===== src/include/lsu_consts.svh =====
`ifndef LSU_CONSTS_SVH
`define LSU_CONSTS_SVH

// ~~~~~~~~~~~~~~~~~~~~~~~~~~~~~~~~~~~~~~~~~~~~~~~~~~~~~~~~~~~~~~~~~~~~~
// memory and bus sizing
// ~~~~~~~~~~~~~~~~~~~~~~~~~~~~~~~~~~~~~~~~~~~~~~~~~~~~~~~~~~~~~~~~~~~~~

`define LSU_MEM_WORDS 256           // addresses at or above four times this word count fault
`define LSU_XLEN 32                 // data and address width

// ~~~~~~~~~~~~~~~~~~~~~~~~~~~~~~~~~~~~~~~~~~~~~~~~~~~~~~~~~~~~~~~~~~~~~
// response codes in AXI encoding
// ~~~~~~~~~~~~~~~~~~~~~~~~~~~~~~~~~~~~~~~~~~~~~~~~~~~~~~~~~~~~~~~~~~~~~

`define LSU_RESP_OKAY 2'b00
`define LSU_RESP_SLVERR 2'b10

`endif

===== src/logic/lsu_pkg.sv =====
`include "lsu_consts.svh"

package lsu_pkg;

	// encodings follow funct3 of the RV32 load and store instructions
	typedef enum logic [2:0] {
		OP_LB  = 3'b000,
		OP_LH  = 3'b001,
		OP_LW  = 3'b010,
		OP_LBU = 3'b100,
		OP_LHU = 3'b101
	} mem_op_e;

	// stores reuse the codes of the signed loads
	localparam mem_op_e OP_SB = OP_LB;
	localparam mem_op_e OP_SH = OP_LH;
	localparam mem_op_e OP_SW = OP_LW;

	typedef enum logic [1:0] {
		RESP_OKAY   = `LSU_RESP_OKAY,
		RESP_SLVERR = `LSU_RESP_SLVERR
	} bus_resp_e;

	typedef struct packed {
		mem_op_e              op;
		logic                 is_store;
		logic [`LSU_XLEN-1:0] addr;
		logic [`LSU_XLEN-1:0] sdata;    // store source before lane alignment
	} mem_req_s;

endpackage


===== src/logic/mem_bus_if.sv =====
`timescale 1ns/1ps

`include "lsu_consts.svh"

interface mem_bus_if;
	import lsu_pkg::*;

	// read address and read data channels
	logic [`LSU_XLEN-1:0]   araddr;
	logic                   arvalid;
	logic                   arready;
	logic [`LSU_XLEN-1:0]   rdata;
	bus_resp_e              rresp;
	logic                   rvalid;
	logic                   rready;

	// write address, write data and write response channels
	logic [`LSU_XLEN-1:0]   awaddr;
	logic                   awvalid;
	logic                   awready;
	logic [`LSU_XLEN-1:0]   wdata;
	logic [`LSU_XLEN/8-1:0] wstrb;
	logic                   wvalid;
	logic                   wready;
	bus_resp_e              bresp;
	logic                   bvalid;
	logic                   bready;

	modport master (
		output araddr, arvalid, rready, awaddr, awvalid, wdata, wstrb, wvalid, bready,
		input  arready, rdata, rresp, rvalid, awready, wready, bresp, bvalid
	);

	modport slave (
		input  araddr, arvalid, rready, awaddr, awvalid, wdata, wstrb, wvalid, bready,
		output arready, rdata, rresp, rvalid, awready, wready, bresp, bvalid
	);

	modport monitor (
		input rdata, rvalid, rresp
	);

endinterface


===== src/logic/load_extend.sv =====
`timescale 1ns/1ps

`include "lsu_consts.svh"

module load_extend (
	input  logic                 clock,
	input  logic                 reset,
	input  lsu_pkg::mem_req_s    req,
	mem_bus_if.monitor           bus,
	output logic [`LSU_XLEN-1:0] load_data
);
	import lsu_pkg::*;

	logic [`LSU_XLEN-1:0] shifted;
	logic [`LSU_XLEN-1:0] extended;

	assign shifted = bus.rdata >> {req.addr[1:0], 3'b000};    // addressed byte moves to lane 0

	always_comb begin
		case (req.op)
			OP_LB:   extended = {{24{shifted[7]}}, shifted[7:0]};
			OP_LH:   extended = {{16{shifted[15]}}, shifted[15:0]};
			OP_LBU:  extended = {24'h0, shifted[7:0]};
			OP_LHU:  extended = {16'h0, shifted[15:0]};
			default: extended = shifted;
		endcase
	end

	// an error response leaves the previous result in place
	always_ff @(posedge clock) begin
		if (reset)
			load_data <= '0;
		else if (bus.rvalid && bus.rresp == RESP_OKAY)
			load_data <= extended;
	end

	assert property (@(posedge clock) disable iff (reset) bus.rvalid |-> !req.is_store);

endmodule


===== src/flat_wrapper.sv =====
// flat-port wrapper written by rule: the top's interface ports become plain ports
module load_extend_flat import lsu_pkg::*;
  (clock, reset, req, load_data, bus_rdata, bus_rvalid, bus_rresp);
  mem_bus_if bus_i ();
  input  logic clock;
  input  logic reset;
  input  lsu_pkg::mem_req_s req;
  output logic [`LSU_XLEN-1:0] load_data;
  input wire logic [$bits(bus_i.rdata)-1:0] bus_rdata;
  input wire logic [$bits(bus_i.rvalid)-1:0] bus_rvalid;
  input wire logic [$bits(bus_i.rresp)-1:0] bus_rresp;
  assign bus_i.rdata = bus_rdata;
  assign bus_i.rvalid = bus_rvalid;
  assign bus_i.rresp = bus_rresp;
  load_extend u_core (.clock(clock), .reset(reset), .req(req), .bus(bus_i), .load_data(load_data));
endmodule

===== config.mk =====
export PLATFORM = sky130hd
export DESIGN_NAME = load_extend_flat
export DESIGN_NICKNAME = d
export VERILOG_FILES = /design/src/logic/lsu_pkg.sv /design/src/logic/mem_bus_if.sv /design/src/logic/load_extend.sv /design/src/flat_wrapper.sv
export VERILOG_INCLUDE_DIRS = /design/src /design/src/include
export SDC_FILE = /design/constraint.sdc
export NUM_CORES = 1
export LEC_CHECK = 0
export BUFFER_PORTS_ARGS = -buffer_cell sky130_fd_sc_hd__buf_2
export CELL_PAD_IN_SITES_DETAIL_PLACEMENT = 2
export CELL_PAD_IN_SITES_GLOBAL_PLACEMENT = 2
export CORE_ASPECT_RATIO = 1.1
export CORE_MARGIN = 5
export CORE_UTILIZATION = 20
export DETAILED_ROUTE_END_ITERATION = 16
export PLACE_DENSITY_LB_ADDON = 0.1
export SETUP_SLACK_MARGIN = 0.4
export SYNTH_ARGS = -nofsm -noshare
export SYNTH_HDL_FRONTEND = slang
export SYNTH_SLANG_ARGS = --single-unit

===== constraint.sdc =====
create_clock -name clock -period 1.8 [get_ports clock]
set_input_delay 0.18 -clock clock [delete_from_list [all_inputs] [get_ports clock]]
set_output_delay 0.18 -clock clock [all_outputs]
set_load 0.01 [all_outputs]

Yosys cells after proc, flatten, opt, wreduce, memory -nomap -nowiden
Cells that the tools add are included.
Word-level totals
  register bits after elaboration: 32
  logic and storage cells: 9
  input port bits: 105
Operators by class
  mux-type cells: 1
  reduce and logical (&&, ||, !) cells: 3
  shift-type cells: 1
  equality and inequality tests: 3
Operators by type and width (count)
  $pmux W32 S4: 1
  $shr A32 B5 Y32: 1
  $eq A3 B3 Y1 const B: 2
  $eq A3 B1 Y1 const B: 1
  $logic_not A3 Y1: 1
  $logic_not A2 Y1: 1
  $logic_and A1 B1 Y1: 1

Depth between registers and ports, before layout
Gate-level depths: netlist (run 1).
  depth in word-level cells: 2
  gate-level depth with buffers: 7

Worst setup path after synthesis (run 1)
Ideal clock, no wire load.
  path kind: input to register
  from: in req[32] (netlist name)
  to: reg u_core.load_data[15]
  data arrival time: 1.310 ns
  slack: 0.346 ns
  data required time: 1.655 ns
  stages on the path: 7
  path buffers: 3
  setup time: 0.145 ns
  path through: buf_6 nor2b_1 buf_2 a32o_2 o21ai_4 buf_6 a211oi_2
On the way
  longest elaborated chain between the ends: 2
RTL lines
  start, declared: line flat_wrapper.sv:7  | input lsu_pkg::mem_req_s req;
  $shr A32 B5 Y32: line load_extend.sv:17  | assign shifted = bus.rdata >> {req.addr[1:0], 3'b000};
  $pmux W32 S4: line load_extend.sv:20  | case (req.op)
  end signal, assigned: line load_extend.sv:34  | load_data <= extended;
  end, declared: line load_extend.sv:10  | output logic [`LSU_XLEN-1:0] load_data
Every way passes these cells.
A chain may end at the register's enable or synchronous reset.

Final worst setup path (run 1)
  from: in req[33] (netlist name)
  to: reg u_core.load_data[12]
Same word-level chain as after synthesis.

==> results of run 1 <==
## worst max path at each step
| stage | cells after the start | slack [ps] | startpoint | endpoint |
|---|---|---|---|---|
| 2_1_floorplan | 6 | 390 | req[33] | u_core.load_data[15] |
| 3_3_place_gp | 5 | 270 | req[33] | u_core.load_data[12] |
| 3_5_place_dp | 7 | 280 | req[33] | u_core.load_data[30] |
| 4_1_cts | 7 | 580 | req[33] | u_core.load_data[30] |
| 5_1_grt | 7 | 490 | req[33] | u_core.load_data[28] |
| 6_report | 5 | 590 | req[33] | u_core.load_data[12] |
## report_power, final
part           switching (mW)  internal (mW)
sequential             0.0160          0.742
clock                   0.269          0.312
combinational           0.205          0.167
## cells in the mapped netlist
cell and number:
mux2_2 7, nor2b_1 1, o21ai_1 1, mux2i_1 16, a21o_1 2, a211oi_2 10, nand2_1 25, nor2_1 26
o21ai_0 2, or2_2 9, a211oi_1 7, o21ai_4 1, a32o_2 1, nor3_1 8, nand3b_1 1, nand2b_1 1
dfxtp_1 32, mux4_2 1, clkbuf_1 10, xnor2_1 1, buf_2 3, o2bb2ai_1 7, nor3b_2 1, buf_6 3
mux2_4 1, a21oi_1 15, or3b_2 1, o211ai_1 7
## final cells by class
type                       count  area (um2)  share of cell area [%]
sequential                    32       640.6                   26.79
timing repair buffer          84       473.0                   19.78
tap                          114       142.6                   5.965
clock buffer                   8       90.09                   3.768
multi-input combinational    152        1045                   43.69
## kinds of logic after synthesis
kind of cell           share of synthesized area, %
buffers and inverters                         4.890
flip-flops                                    36.29
XOR/XNOR                                     0.4962
AND/OR/NAND/NOR                               18.64
multiplexers                                  15.66
AO/OA/AOI/OAI                                 24.03
## metrics by stage
step           hold WS, ps  area (um2)  setup WS [ps]  util [%]  instances
6_report             174.5        2391          593.5     27.36        390
5_1_grt              173.7        2391          489.1     27.36        390
4_1_cts              170.6        2391          582.4     27.36        390
3_5_place_dp         454.8        2301          284.8     26.33        382
3_3_place_gp         448.0        2301          268.4     26.33        382
2_1_floorplan        259.3        1780          394.1         -        200
## routing by layer
metal / vias up / part of all wire (%)
li1: 861 / -
met1: 834 / 44
met2: 53 / 49
met3: 6 / 6.5
met4: 0 / 0.72
met5: - / 0
## critical path, cell delays in order
cell and delay (ps):
buf_2 140, mux4_2 540, a21o_1 280, a21oi_1 170, nor3_1 70
==> results.toml, run 1 <==
[cells_and_area]
largest_reg_flops = 32
final_nets = 380
top_regs = "u_core.load_data x32"
drive_above_1_share_pct = 44.20
area_growth_pct = 35.44
final_common_cell = "buf_2"
largest-register = "u_core.load_data"
mostFrequentLayoutCells = "buf_2, dfxtp_1, nor2_1"
diodes = 0
fillers = 1063

[yosys]
yosysTopAreaCellShare_pct = 36.29
seq_area_frac_synth_pct = 36.29
synthesis.nets = 305
ys_ff_latch = 32
synthTopCellsByArea = "dfxtp_1, mux2i_1, a211oi_2"
post-synth-top-area-cell = "dfxtp_1"
ys_types = 28
synth_area_per_cell_um2 = 8.827
synthCells = 200
synth-warning-count = 0
syn_area_um2 = 1765

[floorplanning]
start_util_pct = 20.20
die_w_um = 99.58
coreArea_um2 = 8738
dieHeight_um = 108.5
pin_count = 137
num_rows = 36
die_area_um2 = 10810

[critical_path]
crit_type = "in2reg"
rr_startpoint = "u_core.load_data[17]"
critical_path_arrival_ps = 1380
r2r-end = "u_core.load_data[17]"
reg2regPathDepth = 2
critical_path.max_fanout = 7
reg2reg_slack_ps = 1140
endpoint_kind = "register"
worstPathRequired_ps = 1970
startpoint_type = "input pin"

[min_path]
worstHoldEndpoint = "u_core.load_data[28]"
min_path_cells = 3
min-delay-start = "bus_rdata[28]"
holdCritPathClass = "in2reg"

[global_routing]
grt-busiest-layer = "met2"
grt_max_degree = 33
grt_use_met2_pct = 20.87
grtUsageMet1_pct = 15.06
grt_use_total_pct = 12.31
antenna_found_initial = 0
grt_pass1_vias = 1966
grt_pass1_wl_mm = 10.30
gr-usage-met3_pct = 3.742
grt_overflow_total = 0

[clock_tree]
insertion_delay_ps = 280
cts_root_buf = "clkbuf_8"
clk_pin_slew_worst_paths_ps = 70
clock_path_buffers = 2
cts_made_buffers = 5
cts.sinks = 32
tritoncts = "built"
cts_hold_buffers = 0
h-tree-depth = 2
ctsResizeCount = 0
cts_setup_buffers = 0

[drt]
routed_wl_mm = 6.544
postRouteAntennaNets = 0
drt_first_pass_iters = 2
vias_per_cell = 4.497
drt-initial-drc-count = 32
post_drt_wl_per_cell_um = 16.78
num_vias = 1754
drc = 0

[sta]
fmax_ghz = 0.8288
maxSlewViolCount = 0
finalSetupTns_ps = 0
slew_headroom_pct = 75.59
final.min_clock_period_ps = 1207
rsz0062_at_grt = "false"
setup_viol = 0
fin_skew_ps = 0
fin_crit_sh_pct = 67.03
final_hold_viol_count = 0
worstMarginPinSlew_ps = 362.4

[run]
cap_violations = 0

[run_status]
status = "finished clean"

[power]
ir_drop_uv = 217.5
p_leak_nw = 1.025
fin_total_pwr_mw = 1.711
p_per_area_nw_per_um2 = 715.6

[placed_design]
place.gp.congestion = 0.7581
post-dp-hpwl_mm = 5.120
numPortBuffers = 73
Note: power is estimated with default switching activity, not from simulation.
==> run 2, diff against run 1 <==
--- a/config.mk
+++ b/config.mk
@@ -6,12 +6,13 @@
 export SDC_FILE = /design/constraint.sdc
 export NUM_CORES = 1
 export LEC_CHECK = 0
+export ABC_AREA = 1
 export BUFFER_PORTS_ARGS = -buffer_cell sky130_fd_sc_hd__buf_2
 export CELL_PAD_IN_SITES_DETAIL_PLACEMENT = 2
 export CELL_PAD_IN_SITES_GLOBAL_PLACEMENT = 2
 export CORE_ASPECT_RATIO = 1.1
 export CORE_MARGIN = 5
-export CORE_UTILIZATION = 20
+export CORE_UTILIZATION = 19
 export DETAILED_ROUTE_END_ITERATION = 16
 export PLACE_DENSITY_LB_ADDON = 0.1
 export SETUP_SLACK_MARGIN = 0.4
==> constraint.sdc (replaced) <==
create_clock -name clock -period 1.13 [get_ports clock]
set_input_delay 0.113 -clock clock [delete_from_list [all_inputs] [get_ports clock]]
set_output_delay 0.113 -clock clock [all_outputs]
set_load 0.01 [all_outputs]
==> run 2 against run 1 <==
  * Final area grew 66%
  * Core utilization grew 11 points
  * Global-route usage up 3.6 points
  * Largest cell class unchanged
  * Power up 140%
  * Critical path type is now reg2out
  * Final cell count up 52%
  * First-iteration DRC count up 47%
  * Synthesized cell count grew 75%
  * Combinational power rose to 3.0 times the previous value
  * Register-to-register slack got worse by 750 ps
==> results.toml, run 2 <==
[clock_tree]
tritoncts = "built"
clk_pin_slew_worst_paths_ps = 70
cts_made_buffers = 5
clock_path_buffers = 2
insertion_delay_ps = 280
cts_root_buf = "clkbuf_16"
h-tree-depth = 2
cts_hold_buffers = 0
cts.sinks = 32

[floorplanning]
die_area_um2 = 12970
die_w_um = 109.0
dieHeight_um = 118.9
num_rows = 39
pin_count = 137
start_util_pct = 19.53
coreArea_um2 = 10490

[yosys]
syn_area_um2 = 2049
synth_edf_count = 0
synthesis.nets = 454
ys_ff_latch = 32
seq_area_frac_synth_pct = 31.26
async_flop_share_pct = 0
synth-warning-count = 0
synth_top_flop_cell = "dfxtp_1"
yosysTopAreaCellShare_pct = 31.26
synthCells = 349
synthTopCellsByArea = "dfxtp_1, nand2_1, nor2_1"
yosysMostFrequentCell = "nand2_1"
ys_types = 17
post-synth-top-area-cell = "dfxtp_1"
synth_common_cells = "nand2_1, nor2_1, nand3_1"
synth_area_per_cell_um2 = 5.872

[power]
p_per_area_nw_per_um2 = 1027
p_leak_nw = 1.918
ir_drop_uv = 664.6

[critical_path]
rr_startpoint = "u_core.load_data[8]"
reg2regPathDepth = 5
startpoint_type = "register"
reg2reg_slack_ps = 390
critical_path.max_fanout = 2
max_stage_delay_ps = 350
endpoint_kind = "primary output"
worstPathRequired_ps = 1020
crit_slowest_cell = "dfxtp_2"
path_buf_inv = 1
cp.depth = 1
cp_top_family = "flip-flops"
critical_path_arrival_ps = 750
crit_type = "reg2out"
crit_chain = "buf_6"
startpoint = "u_core.load_data[11]"

[drt]
drt_first_pass_iters = 4
num_vias = 2655
routed_wl_mm = 10.27
drt-initial-drc-count = 47
postRouteAntennaNets = 0
drc = 0
vias_per_cell = 4.470
post_drt_wl_per_cell_um = 17.29

[run_status]
status = "finished clean"

[run]
cap_violations = 0

[cells_and_area]
mostFrequentLayoutCells = "nor2_1, nand2_1, buf_6"
area_growth_pct = 94.14
final_nets = 555
post-route-util_pct = 37.92
largest-register = "u_core.load_data"
diodes = 0
drive_above_1_share_pct = 56.76
instances_no_fill = 594
final_common_cell = "nor2_1"
largest_reg_flops = 32
top_regs = "u_core.load_data x32"

[placed_design]
post-dp-hpwl_mm = 6.178
place.gp.congestion = 0.7748
post-place-cells = 566
preCtsSetupSlack_ps = -100.2
numPortBuffers = 73

[sta]
finalWorstSetupSlack_ps = 272.0
rsz0062_at_grt = "true"
fin_crit_sh_pct = 75.93
setup_viol = 0
fmax_ghz = 1.165
worstMarginPinSlew_ps = 226.5
final.min_clock_period_ps = 858.0
maxSlewViolCount = 0
slew_headroom_pct = 84.88
final_hold_viol_count = 0
fin_skew_ps = 0

[global_routing]
grt_use_total_pct = 15.90
grt_max_degree = 32
grt_pass1_wl_mm = 16.07
grt_pass1_vias = 2974
grt_overflow_total = 0
antenna_found_initial = 1

[min_path]
min_path_cells = 5
min-delay-start = "bus_rdata[1]"
holdCritPathClass = "in2reg"
run 2: cell count changes in the layout (fill, tap and decap cells not counted), sizes merged, moves of 8 or more:
cell and delta:
a211oi -17, buf +24, inv +38, mux2 -8
mux2i -16, nand2 +68, nand3 +48, nor2 +58
o21ai +12
run 2: cells by family (layout without fill, tap and decap cells):
family | count (synthesis) | after routing | share of synthesized area, %
compound gates | 32 | 32 | 7.814
buf+inv | 57 | 154 | 13.31
flops | 32 | 32 | 31.26
simple gates | 228 | 233 | 47.62
run 2: final timing paths:
check	end
worst max-delay path	load_data[11]
worst min-delay path	u_core.load_data[1]
worst max register to register	u_core.load_data[8]
worst min register to register	u_core.load_data[7]
run 2: through the flow:
step	power, mW	TNS [ps]	hold WS [ps]	instance area (um2)
floorplan	1.644	0	283.4	2092
CTS	4.054	0	181.0	3729
detailed placement	1.956	-1912	495.2	2700
global route	4.289	0	219.7	3979
global placement	1.942	-1164	496.2	2700
finish	4.088	0	190.0	3979
run 2: what timing repair did:
item	4_1_cts	5_1_grt
setup buffers	8	1
pin swaps	25	46
gates resized for setup	158	70
cloned	10	1
endpoints found under the setup margin	64	64
run 2: where the power goes:
group | switching, mW | internal (mW) | leakage (nW)
Clock | 0.562 | 1.16 | 0.0901
Sequential | 0.0425 | 1.20 | 0.275
Combinational | 0.595 | 0.527 | 1.55
Total | 1.20 | 2.89 | 1.92
run 2: metal layers:
| metal | routed length, um | GRT usage, % | part of all wire [%] | vias up |
|---|---|---|---|---|
| met2 | 5231 | 27.30 | 51 | 62 |
| met1 | 4438 | 19.53 | 43 | 1282 |
| met5 | 13 | 0 | 0.13 | - |
| met3 | 394 | 3.571 | 3.8 | 14 |
| met4 | 192 | 4.893 | 1.9 | 2 |
| li1 | - | - | - | 1295 |
run 2: area by class of cell:
cell class                 count  area (um2)
sequential                    32       680.7
multi-input combinational    265        1633
clock buffer                   7       152.6
tap                          143       178.9
timing repair inverter         1       11.26
clock inverter                 1       30.03
fill                        1248        6513
inverter                      37       171.4
timing repair buffer         108        1121
==> run 3, diff against run 2 <==
==> constraint.sdc (replaced) <==
create_clock -name clock -period 0.9 [get_ports clock]
set_input_delay 0.09 -clock clock [delete_from_list [all_inputs] [get_ports clock]]
set_output_delay 0.09 -clock clock [all_outputs]
set_load 0.01 [all_outputs]
==> run 3 against run 2 <==
  * Hold slack got worse by 8.6 ps
  * Core utilization grew 1.8 points
  * Setup slack got worse by 250 ps
  * Die area stayed put
  * Global-route usage rose by 1.8 points
  * Register-to-register slack worse by 260 ps
  * Non-clock buffer count is 7 higher
  * Sequential cell count stayed put
  * Final cell count up 1.2%
==> results.toml, run 3 (synthesis results as in run 2) <==
[run_status]
status = "finished clean"

[sta]
worstMarginPinSlew_ps = 262.4
fin_skew_ps = 0
finalWorstSetupSlack_ps = 22.97
fin_crit_sh_pct = 97.45
fmax_ghz = 1.140
rsz0062_at_grt = "true"
slew_headroom_pct = 82.48
maxSlewViolCount = 0
setup_viol = 0
final_hold_viol_count = 0
final.min_clock_period_ps = 877.0

[critical_path]
crit_slowest_cell = "buf_12"
reg2regPathDepth = 5
startpoint_type = "input pin"
crit_chain = "buf_6, nor2_4, nand2_8, buf_12, buf_16, nor2_1, nand3_2, nand2_1, inv_1"
critical_path.max_fanout = 6
critical_path_arrival_ps = 1060
crit_type = "in2reg"
r2r-end = "u_core.load_data[17]"
max_stage_delay_ps = 150
worstPathRequired_ps = 1090
reg2reg_slack_ps = 130
endpoint_kind = "register"
rr_startpoint = "u_core.load_data[17]"

[floorplanning]
coreArea_um2 = 10490
die_w_um = 109.0
start_util_pct = 19.53
die_area_um2 = 12970
pin_count = 137
dieHeight_um = 118.9
num_rows = 39

[global_routing]
grt_pass1_vias = 3018
antenna_found_initial = 0
grt_pass1_wl_mm = 17.48
grt_use_total_pct = 17.72
grt_max_degree = 21
grt_overflow_total = 0

[placed_design]
post-place-cells = 568
numPortBuffers = 73
post-dp-hpwl_mm = 6.812
preCtsSetupSlack_ps = -403.3
place_area_um2 = 2753
place.gp.congestion = 0.7711

[cells_and_area]
diodes = 0
largest_reg_flops = 32
largest-register = "u_core.load_data"
drive_above_1_share_pct = 58.30
instances_no_fill = 601
final_nets = 562
final_common_cell = "nor2_1"
area_growth_pct = 103.3
mostFrequentLayoutCells = "nor2_1, nand2_1, buf_6"
top_regs = "u_core.load_data x32"
final_area_um2 = 4167
fillers = 1197

[drt]
num_vias = 2698
drt-initial-drc-count = 81
drc = 0
postRouteAntennaNets = 0
drt_first_pass_iters = 4
post_drt_wl_per_cell_um = 18.72
routed_wl_mm = 11.25
vias_per_cell = 4.489

[min_path]
min_path_cells = 5
worstHoldEndpoint = "u_core.load_data[2]"
holdCritPathClass = "in2reg"
min-delay-start = "bus_rdata[2]"

[clock_tree]
cts.sinks = 32
tritoncts = "built"
insertion_delay_ps = 290
cts_made_buffers = 5
clk_pin_slew_worst_paths_ps = 60
clock_path_buffers = 2
h-tree-depth = 2
cts_root_buf = "clkbuf_16"

[power]
p_leak_nw = 1.983
p_per_area_nw_per_um2 = 1262
ir_drop_uv = 595.0
fin_total_pwr_mw = 5.256

[run]
cap_violations = 0
## run 3: final cells by class
type / instances / area, um2 / share of cell area [%]
multi-input cells: 265 / 1719 / 41.26
repair buffers: 115 / 1209 / 29.01
flip-flops and latches: 32 / 685.7 / 16.46
inverters: 37 / 180.2 / 4.324
well taps: 143 / 178.9 / 4.294
clock buffers: 7 / 152.6 / 3.664
clock inverters: 1 / 30.03 / 0.7207
repair inverters: 1 / 11.26 / 0.2703
## run 3: critical path: cells and delay by family
family	cells	cell delay [ps]
AND/OR/NAND/NOR	5	540
buffers and inverters	4	410
## run 3: how the worst max path moves through the flow
stage	cells past startpoint	slack (ps)	endpoint	from
2_1_floorplan	10	-40	u_core.load_data[19]	req[32]
3_3_place_gp	8	-340	u_core.load_data[17]	req[32]
3_5_place_dp	8	-400	u_core.load_data[17]	req[32]
4_1_cts	1	30	load_data[18]	u_core.load_data[18]
5_1_grt	9	-20	u_core.load_data[27]	bus_rresp[1]
6_report	9	20	u_core.load_data[27]	bus_rresp[1]
## run 3: repair_timing
action,4_1_cts,5_1_grt
pin swaps,65,17
gates resized for setup,209,33
buffers inserted,9,5
cloned,11,0
endpoints found under the setup margin,64,64
hold buffers,0,0
## run 3: per-layer routing
layer / track usage (%) / vias to the layer above / routed length (um)
met5: 0 / - / 0
met4: 4.893 / 0 / 242
met3: 3.355 / 19 / 392
met2: 30.26 / 68 / 5771
met1: 22.53 / 1299 / 4846
li1: - / 1312 / -
## run 3: through the flow
step                      TNS [ps]  util, %  hold WS [ps]
after global placement       -8472    26.24         476.3
after detailed placement     -9909    26.24         480.7
after floorplan             -419.2        -         260.4
after CTS                        0    38.01         179.1
after global routing        -36.28    39.71         213.0
final                            0    39.71         181.4
## run 3: power breakdown
group          internal [mW]  switching (mW)  total, mW
clock                   1.46           0.722       2.18
sequential              1.50          0.0563       1.56
combinational          0.704           0.812       1.52
